## src/bottomPkg.sv

```systemverilog
package bottomPkg;

	// General purpose registers, in write/read select order
	typedef enum logic [2:0] {
		regA,
		regB,
		regC,
		regD,
		regE,
		regH,
		regL
	} regSelT;

	// Address unit operations
	typedef enum logic [1:0] {
		aopHold,
		aopLoad,
		aopInc,
		aopDec
	} addrOpT;

	typedef struct packed {
		addrOpT      op;
		logic [15:0] value;    // Used by aopLoad only
	} addrCmdT;

	typedef struct packed {
		logic   wr;            // Write strobe for wrSel
		regSelT wrSel;
		regSelT rdSel;
		logic   irLoad;        // Load IR from data bus
	} regCmdT;

	// Accumulator bit groups
	typedef struct packed {
		logic bq4;             // A[1] | A[2] | A[3]
		logic bq5;             // A[5] | A[6] | A[7]
		logic bq7;             // A[4] | A[7]
	} accFlagsT;

	// Flags held in the upper nibble of temp Z
	typedef struct packed {
		logic c;               // Z[4]
		logic h;               // Z[5]
		logic n;               // Z[6]
		logic z;               // Z[7]
	} zFlagsT;

	localparam logic [15:0] ieAddr        = 16'hFFFF;
	localparam logic [15:0] irqVectorBase = 16'h0040;
	localparam logic [7:0]  busIdle       = 8'hFF;    // Precharged bus value

endpackage

```

## src/busAccess.sv

```systemverilog
`timescale 1ns/1ps

module busAccess #(
	parameter int numIrq = 8
) (
	input  logic              CLK,
	input  logic              rstN,
	input  logic [15:0]       addr,
	input  logic              rd,
	input  logic              wr,
	input  logic [7:0]        dataIn,
	output logic [numIrq-1:0] ie,
	output logic [7:0]        dataOut
);

	import bottomPkg::*;

	logic       ieHit;       // Address is the IE register
	logic [7:0] ieRead;      // IE as seen on the bus

	assign ieHit = (addr == ieAddr);

	always_ff @(posedge CLK) begin
		if (!rstN) begin
			ie <= '0;
		end else if (wr && ieHit) begin
			ie <= dataIn[numIrq-1:0];    // Upper bits are not stored
		end
	end

	// Missing IE bits float high like the rest of the bus
	always_comb begin
		ieRead             = busIdle;
		ieRead[numIrq-1:0] = ie;
	end

	assign dataOut = (rd && ieHit) ? ieRead : busIdle;

	// IE only moves through a decoded write or a reset
	ieWriteOnly: assert property (
		@(posedge CLK) disable iff (!rstN)
		!$stable(ie) |-> ($past(wr && ieHit) || !$past(rstN))
	) else $error("IE changed without a write to 0x%h", ieAddr);

endmodule

```

## src/irqLogic.sv

```systemverilog
`timescale 1ns/1ps

module irqLogic #(
	parameter int numIrq = 8
) (
	input  logic              CLK,
	input  logic              rstN,
	input  logic [numIrq-1:0] ie,
	input  logic [numIrq-1:0] irqTrig,
	input  logic              ime,
	input  logic              irqEnable,
	output logic [7:0]        irqAck,
	output logic [15:0]       irqVector,
	output logic              irqPending,
	output logic              irqTaken
);

	import bottomPkg::*;

	logic [numIrq-1:0] ifReg;     // Interrupt flags
	logic [numIrq-1:0] ifSet;
	logic [numIrq-1:0] ifClr;
	logic [numIrq-1:0] ackSel;    // Lowest pending flag, one-hot
	logic [2:0]        ackIdx;
	logic              ackFire;

	// Requests only latch where IE allows them
	assign ifSet = irqTrig & ie;

	// Isolate lowest set bit
	assign ackSel = ifReg & (-ifReg);

	// Index of the lowest set flag
	always_comb begin
		ackIdx = '0;
		for (int i = numIrq - 1; i >= 0; i--) begin
			if (ifReg[i]) begin
				ackIdx = 3'(i);
			end
		end
	end

	assign irqPending = (|ifReg) && ime;
	assign ackFire    = irqPending && irqEnable;
	assign ifClr      = ackFire ? ackSel : '0;

	// A fresh request wins over the clear of the same bit
	always_ff @(posedge CLK) begin
		if (!rstN) begin
			ifReg <= '0;
		end else begin
			ifReg <= (ifReg & ~ifClr) | ifSet;
		end
	end

	always_ff @(posedge CLK) begin
		if (!rstN) begin
			irqAck    <= '0;
			irqTaken  <= 1'b0;
			irqVector <= '0;
		end else begin
			irqAck   <= '0;                  // One cycle pulse
			irqTaken <= ackFire;
			if (ackFire) begin
				irqAck[numIrq-1:0] <= ackSel;
				irqVector          <= irqVectorBase + (16'(ackIdx) << 3);
			end
		end
	end

	ackOneHot: assert property (
		@(posedge CLK) disable iff (!rstN)
		$onehot0(irqAck)
	) else $error("irqAck not one-hot: %b", irqAck);

	takenMatchesAck: assert property (
		@(posedge CLK) disable iff (!rstN)
		irqTaken == (|irqAck)
	) else $error("irqTaken %b disagrees with irqAck %b", irqTaken, irqAck);

endmodule

```

## src/regFile.sv

```systemverilog
`timescale 1ns/1ps

module regFile (
	input  logic              CLK,
	input  logic              rstN,
	input  bottomPkg::regCmdT regCmd,
	input  logic [7:0]        wrData,
	input  logic [7:0]        dataIn,
	input  logic              tempLoad,
	input  logic [7:0]        aluRes,
	output logic [7:0]        ir,
	output logic [7:0]        regData,
	output bottomPkg::accFlagsT accFlags,
	output bottomPkg::zFlagsT   zFlags
);

	import bottomPkg::*;

	localparam int numRegs = 7;

	logic [7:0] gpr [numRegs];    // Indexed by regSelT
	logic [7:0] zReg;             // Temp Z, loaded from ALU result
	logic [7:0] accVal;

	// Single write port
	always_ff @(posedge CLK) begin
		if (!rstN) begin
			for (int i = 0; i < numRegs; i++) begin
				gpr[i] <= '0;
			end
		end else if (regCmd.wr) begin
			gpr[regCmd.wrSel] <= wrData;
		end
	end

	always_ff @(posedge CLK) begin
		if (!rstN) begin
			ir <= '0;
		end else if (regCmd.irLoad) begin
			ir <= dataIn;                 // Opcode fetch
		end
	end

	always_ff @(posedge CLK) begin
		if (!rstN) begin
			zReg <= '0;
		end else if (tempLoad) begin
			zReg <= aluRes;
		end
	end

	// Unused select code reads the idle bus
	always_comb begin
		if (regCmd.rdSel inside {regA, regB, regC, regD, regE, regH, regL}) begin
			regData = gpr[regCmd.rdSel];
		end else begin
			regData = busIdle;
		end
	end

	assign accVal = gpr[regA];

	// Accumulator group decode for the ALU
	assign accFlags.bq4 = |accVal[3:1];
	assign accFlags.bq5 = |accVal[7:5];
	assign accFlags.bq7 = accVal[4] | accVal[7];

	assign zFlags.c = zReg[4];
	assign zFlags.h = zReg[5];
	assign zFlags.n = zReg[6];
	assign zFlags.z = zReg[7];

	legalWrSel: assert property (
		@(posedge CLK) disable iff (!rstN)
		regCmd.wr |-> regCmd.wrSel inside {regA, regB, regC, regD, regE, regH, regL}
	) else $error("Write to unknown register code %0d", regCmd.wrSel);

endmodule

```

## src/addrIncDec.sv

```systemverilog
`timescale 1ns/1ps

module addrIncDec (
	input  logic               CLK,
	input  logic               rstN,
	input  bottomPkg::addrCmdT addrCmd,
	output logic [15:0]        addr
);

	import bottomPkg::*;

	logic [15:0] addrNext;

	// Plus and minus one wrap around the 64K space
	always_comb begin
		case (addrCmd.op)
			aopLoad: addrNext = addrCmd.value;
			aopInc:  addrNext = addr + 16'd1;
			aopDec:  addrNext = addr - 16'd1;
			default: addrNext = addr;       // aopHold
		endcase
	end

	always_ff @(posedge CLK) begin
		if (!rstN) begin
			addr <= '0;
		end else begin
			addr <= addrNext;
		end
	end

endmodule

```

## src/cpuBottom.sv

```systemverilog
`timescale 1ns/1ps

module cpuBottom #(
	parameter int numIrq = 8
) (
	input  logic                CLK,
	input  logic                rstN,
	input  bottomPkg::addrCmdT  addrCmd,
	input  bottomPkg::regCmdT   regCmd,
	input  logic [7:0]          wrData,
	input  logic [7:0]          dataIn,
	input  logic                tempLoad,
	input  logic [7:0]          aluRes,
	input  logic                rd,
	input  logic                wr,
	input  logic [numIrq-1:0]   irqTrig,
	input  logic                ime,
	input  logic                irqEnable,
	output logic [15:0]         addr,
	output logic [7:0]          dataOut,
	output logic [7:0]          irqAck,
	output logic [15:0]         irqVector,
	output logic                irqPending,
	output logic                irqTaken,
	output logic [7:0]          ir,
	output logic [7:0]          regData,
	output bottomPkg::accFlagsT accFlags,
	output bottomPkg::zFlagsT   zFlags
);

	logic [numIrq-1:0] ie;    // IE register to interrupt logic

	busAccess #(.numIrq(numIrq)) busAcc (
		.CLK(CLK),
		.rstN(rstN),
		.addr(addr),
		.rd(rd),
		.wr(wr),
		.dataIn(dataIn),
		.ie(ie),
		.dataOut(dataOut)
	);

	irqLogic #(.numIrq(numIrq)) irq (
		.CLK(CLK),
		.rstN(rstN),
		.ie(ie),
		.irqTrig(irqTrig),
		.ime(ime),
		.irqEnable(irqEnable),
		.irqAck(irqAck),
		.irqVector(irqVector),
		.irqPending(irqPending),
		.irqTaken(irqTaken)
	);

	regFile regs (
		.CLK(CLK),
		.rstN(rstN),
		.regCmd(regCmd),
		.wrData(wrData),
		.dataIn(dataIn),
		.tempLoad(tempLoad),
		.aluRes(aluRes),
		.ir(ir),
		.regData(regData),
		.accFlags(accFlags),
		.zFlags(zFlags)
	);

	addrIncDec incDec (
		.CLK(CLK),
		.rstN(rstN),
		.addrCmd(addrCmd),
		.addr(addr)
	);

endmodule

```

## config.mk

```make
export PLATFORM = sky130hd
export DESIGN_NAME = cpuBottom
export DESIGN_NICKNAME = d
export VERILOG_FILES = /design/src/bottomPkg.sv /design/src/busAccess.sv /design/src/irqLogic.sv /design/src/regFile.sv /design/src/addrIncDec.sv /design/src/cpuBottom.sv
export SDC_FILE = /design/constraint.sdc
export NUM_CORES = 1
export LEC_CHECK = 0
export BUFFER_PORTS_ARGS = -buffer_cell sky130_fd_sc_hd__buf_2
export CORE_ASPECT_RATIO = 1.75
export CORE_MARGIN = 10
export CORE_UTILIZATION = 50
export CTS_CLUSTER_DIAMETER = 120
export CTS_CLUSTER_SIZE = 10
export DETAILED_ROUTE_END_ITERATION = 10
export GPL_TIMING_DRIVEN = 1
export PLACE_DENSITY = 0.75
export SETUP_SLACK_MARGIN = 0.2
export SLEW_MARGIN = 40
export SYNTH_ARGS = -nofsm -noshare
export SYNTH_HDL_FRONTEND = slang
export SYNTH_SLANG_ARGS = --single-unit
```

## constraint.sdc

```tcl
create_clock -name CLK -period 3.2 [get_ports CLK]
set_input_delay 0.64 -clock CLK [delete_from_list [all_inputs] [get_ports CLK]]
set_output_delay 0.64 -clock CLK [all_outputs]
set_load 0.01 [all_outputs]
```

Word-level counts from Yosys, hierarchy flattened:

Memories as Yosys holds them, arrays and structs flattened.
Index checks and enable logic that the tools add are counted.

* add/sub/neg operators: 4
* multiply operators: 0
* divide/modulo/power cells: 0
* order comparisons: 0
* equality and inequality tests: 10
* shift operators: 0
* multiplexer cells: 19
* bitwise logic cells: 6
* reductions and logical operators: 11

Operator list (number)
* 16-bit one-hot mux with 3 select lines: 1
* 8-bit 2-to-1 mux: 4
* 3-bit 2-to-1 mux: 9
* 8-bit AND: 3
* 16-bit by 1-bit adder with 16-bit output, second input constant: 1
* 16-bit equality test, second input constant: 1
* 8-bit OR reduction: 2
* 16-bit by 1-bit subtractor with 16-bit output, second input constant: 1
* 3-bit equality test, second input constant: 3
* 7-bit by 6-bit adder with 8-bit output, first input constant: 1
* 8-bit negator: 1
* 8-bit inverter: 1
* 8-bit OR: 1
* 7-bit nonzero test: 1
* 3-bit by 2-bit equality test with 1-bit output, second input constant: 2
* 3-bit OR reduction: 2
* 1-bit 2-to-1 mux: 5
* 2-bit equality test, second input constant: 2
* 1-bit logical AND: 4
* 3-bit by 1-bit equality test with 1-bit output, second input constant: 1
* 3-bit logical NOT: 1
* 3-bit nonzero test: 1
* 2-bit by 1-bit equality test with 1-bit output, second input constant: 1
* 1-bit OR: 1

* bits in registers: 73
* bits in latches: 0
* bits in writable memories: 56
* memory bits (read-only): 0
* input port bits: 65
* output and inout bits: 73
* memories kept: 1

Memories
* regs.gpr: words 7, width 8, rd ports 2, clocked after Yosys merged registers in 0, write ports 7, RTL line regFile.sv:21 `logic [7:0] gpr [numRegs];`

Longest topological paths before layout:

* depth after elaboration: 9
* mapped depth: 11

Modules after synthesis:

Synthesis repeated with hierarchy kept, for this count alone.

* cells, all modules: 628
* area, all modules: 6008.3 µm²

Modules (own cells, without submodules)
* regFile: instances 1, cells an instance 251, area an instance 3045.4 µm², seq. area each 1841.8 µm²
* addrIncDec: instances 1, cells an instance 228, area an instance 1610.3 µm², seq. area each 320.3 µm²
* irqLogic: instances 1, cells an instance 100, area an instance 930.9 µm², seq. area each 420.4 µm²
* busAccess: instances 1, cells an instance 49, area an instance 421.7 µm², seq. area each 160.2 µm²

Worst setup path before layout:

OpenSTA, ideal clock, no wires.

* path type: input -> register
* start: in addrCmd[16] in the netlist's numbering
* end: reg incDec.addr[8]
* library setup time: 0.131 ns
* arrival: 2.621 ns
* required time: 3.069 ns
* setup slack: 0.448 ns
* stages on the path: 10
* cell sequence: buf_6 nand2_1 buf_2 xnor2_1 ha_1 buf_6 or4_4 a2111oi_0 a21o_1 a31oi_1

* longest elaborated chain between the ends: 2
* elaborated cells between the ends (all ways): 5
* classes of those cells: eq/ne: 3; mux: 1; reduce/logical: 1

Ends and longest elaborated chain
* start, declared: RTL line cpuBottom.sv:8 `input bottomPkg::addrCmdT addrCmd,`
* 2-bit equality test or 2-bit by 1-bit equality test with 1-bit output (tied branches): RTL line addrIncDec.sv:16 `case (addrCmd.op)`
* 16-bit one-hot mux with 3 select lines or 3-bit nonzero test (tied branches)
* end signal, assigned: RTL line addrIncDec.sv:28 `addr <= addrNext;`
* end, declared: RTL line addrIncDec.sv:7 `output logic [15:0] addr`

Parallel ways exist; a longest one is shown, timed or not.
A chain may end at the register's enable or synchronous reset.

Worst setup path in the final report:

* start: in regCmd[3] in the netlist's numbering
* end: out regData[2]

* longest elaborated chain between the ends: 3
* elaborated cells between the ends (all ways): 10
* classes of those cells: eq/ne: 6; mux: 1; reduce/logical: 2; memory: 1

Ends and longest elaborated chain
* start, declared: RTL line cpuBottom.sv:9 `input bottomPkg::regCmdT regCmd,`
* 3-bit by 1-bit equality test with 1-bit output, or another cell as far along: RTL line regFile.sv:54 `if (regCmd.rdSel inside {regA, regB, regC, regD, regE, regH, regL}) begin`
* 7-bit nonzero test: RTL line regFile.sv:54
* 8-bit 2-to-1 mux *: RTL line regFile.sv:54
* end, declared: RTL line cpuBottom.sv:26 `output logic [7:0] regData,`

Mark *: on every way between the ends. The rest lies on a longest branch, timed or not.

==> results.tsv <==
stage	metric	value	unit
worst_setup_path	endpoint_kind	output port	
clock_tree	cts.root.buffer_cell	clkbuf_16	
clock_tree	cts_buffer_depth	2	
routing	drtAntennaViolNets	0	
clock_tree	h-tree-depth	4	
floorplan	num_io_pins	138	
clock_tree	cts_buffers	17	
global_routing	met1_usage	18.60	%
layout	multiInputGateArea	2726	um^2
timing	tns	0	ns
layout	final_cell_mix	buf_2, nor2_1, dfxtp_1	
layout	final_cells	896	
synth	ys_seq_elements	113	
worst_setup_path	crit_fanout	26	
clock_tree	holdBufCountCts	0	
routing	drt_iter0_markers	270	
synth	dominantRegCellSynth	dfxtp_1	
placement	dp_cells	864	
floorplan	coreArea	11450	um^2
routing	wl_per_cell	18.89	um
timing	hold_viol_final	0	
global_routing	gr-max-usage-layer	met2	
layout	fin_nets	814	
timing	fin_crit_sh	90.07	%
timing	period_minus_slack	2.882	ns
timing	setup_slack	0.3178	ns
global_routing	met2_usage	37.25	%
clock_tree	clock_sinks	113	
global_routing	grt-ovfl-total	0	
placement	dp_hpwl	12.74	mm
worst_setup_path	required	2.56	ns
global_routing	met3_usage	5.353	%
layout	antenna_cells	0	
worst_setup_path	critPathLaunch	regCmd[3]	
worst_setup_path	r2r_start	incDec.addr[1]	
timing	finalMaxSlewViolations	0	
layout	fillers	981	
clock_tree	clk_pin_slew_worst_paths	0.06	ns
timing	rsz0062_at_grt	false	
power_and_ir_drop	power.leakage	2.965	nW
timing	setup_viol	0	
routing	finalWirelength	16.93	mm
placement	dpl-instance-area	6422	um^2
global_routing	antenna_found_initial	0	
global_routing	grt_max_degree	54	
status	outcome	finished, final reports clean	
hold_path	min_path_type	flop to flop	
worst_setup_path	critPathLaunchType	input pin	
layout	drive_gt1_share	25.49	%
global_routing	grt_pass1_vias	5428	
synth	netlist-cell-type-count	71	
placement	dp_slack	0.3351	ns
timing	skew	0.008284	ns
timing	holdWs	0.4555	ns
global_routing	grt_usage	19.97	%
floorplan	rows	52	
floorplan	die_area	16470	um^2
layout	seqCellArea	2745	um^2
floorplan	die_h	162.4	um
synth	syn_area	5796	um^2
synth	postSynthCellCount	640	
hold_path	holdCritStartpoint	irq.irqVector[3]	
synth	yosys_warnings	0	
timing	timing.fmax	0.3470	GHz
flow_run	drv_cap	0	
placement	io_buffer_count	121	
power_and_ir_drop	p_per_area	554.7	nW/um^2
layout	final_common_cell	buf_2	
routing	dr_total_vias	5278	
synth	async_flop_share	0	%
timing	tightest_slew	0.9143	ns
synth	avgSynthCellArea	9.056	um^2
synth	yosysSeqAreaShare	47.32	%
placement	place_congestion	0.9359	
power_and_ir_drop	ir_drop	0.0005054	V
layout	areaGrowthSynthToFinish	20.77	%
timing	slew_headroom	38.91	%
layout	fin_area	6999	um^2
floorplan	dieWidth	101.4	um
routing	vias_per_cell	5.891	
synth	synth_edf_count	48	
clock_tree	clk_latency	0.40	ns
clock_tree	cts_tree	yes	
worst_setup_path	cp.arrival	2.24	ns
floorplan	start_util	50.61	%
worst_setup_path	path_class	input pin to output port	
routing	drc	0	
routing	drt_pass1_iterations	5	
global_routing	grt_first_pass_wirelength	26.38	mm
-- metrics by stage --
stage	total power, mW	util [%]
after floorplan	1.971	-
after global placement	2.122	56.09
after detailed placement	2.138	56.09
after CTS	3.903	61.08
after global routing	4.014	61.12
final	3.882	61.12
-- state kept, by name (all words and copies together), names as in the netlist --
register       flops
regs.gpr          56
irq.irqVector      4
irq.irqAck         8
busAcc.ie          8
regs.ir            8
incDec.addr       16
irq.ifReg          8
regs.zReg          4
irq.irqTaken       1
-- Yosys cell counts (9+ instances only) --
master | number | area [um^2]
and3_1 | 11 | 68.82
inv_1 | 20 | 75.07
edfxtp_1 | 48 | 1441
buf_2 | 10 | 50.05
a21oi_1 | 34 | 170.2
mux2i_1 | 37 | 370.4
or2_2 | 12 | 75.07
nor3_1 | 16 | 80.08
o21ai_0 | 32 | 160.2
nand2_1 | 53 | 198.9
clkbuf_1 | 23 | 86.33
nor2_1 | 111 | 416.7
buf_4 | 14 | 105.1
nor4_1 | 9 | 56.30
nand3_1 | 11 | 55.05
dfxtp_1 | 65 | 1301
-- cell type report --
type / instances / share of cell area, %
Timing Repair Buffer: 135 / 10.15
Sequential cell: 113 / 39.22
Clock buffer: 22 / 7.097
Inverter: 21 / 1.126
Clock inverter: 10 / 1.037
Tap cell: 135 / 2.413
Multi-Input combinational cell: 460 / 38.95
-- where the power goes --
part / total [mW] / internal (mW) / switching (mW) / leakage (nW)
Combinational: 0.487 / 0.186 / 0.301 / 1.69
Clock: 1.77 / 1.11 / 0.660 / 0.278
Sequential: 1.63 / 1.58 / 0.0532 / 0.995
-- final timing paths --
| kind | to | slack [ns] | cells past startpoint |
|---|---|---|---|
| worst max-delay path | regData[2] | 0.32 | 5 |
| worst min-delay path | irq.irqVector[3] | 0.46 | 2 |
| worst max register to register | incDec.addr[10] | 0.87 | 8 |
| worst min register to register | irq.irqVector[3] | 0.46 | 2 |
-- critical path, cell delays in order --
cell and delay (ns):
buf_2 0.31, nor3b_1 0.80, a222oi_1 0.21, o21ai_0 0.13
buf_2 0.15
-- routing by layer --
layer / routed length, um / share of wire, % / vias to the layer above
met5: 0 / 0 / -
met4: 682 / 4.0 / 0
met3: 1114 / 6.6 / 49
met2: 9241 / 55 / 219
met1: 5888 / 35 / 2483
li1: - / - / 2527
-- repair_timing --
| action | 4_1_cts | 5_1_grt |
|---|---|---|
| resized for setup | 2 | 1 |
| endpoints found under the setup margin | 8 | 7 |
| gates cloned | 0 | 0 |
| pin swaps | 0 | 0 |
| endpoints found under the hold margin | 0 | 0 |
| buffers inserted | 0 | 0 |
-- kinds of logic after synthesis --
logic type,share of synthesized area [%]
mux,6.779
flops,47.32
other cells,0.06470
fa+ha+maj,0.2159
simple gates,22.54
buf+inv,6.433
compound gates,16.19
xor+xnor,0.4535
No activity file was read; power rests on OpenSTA's default activity.
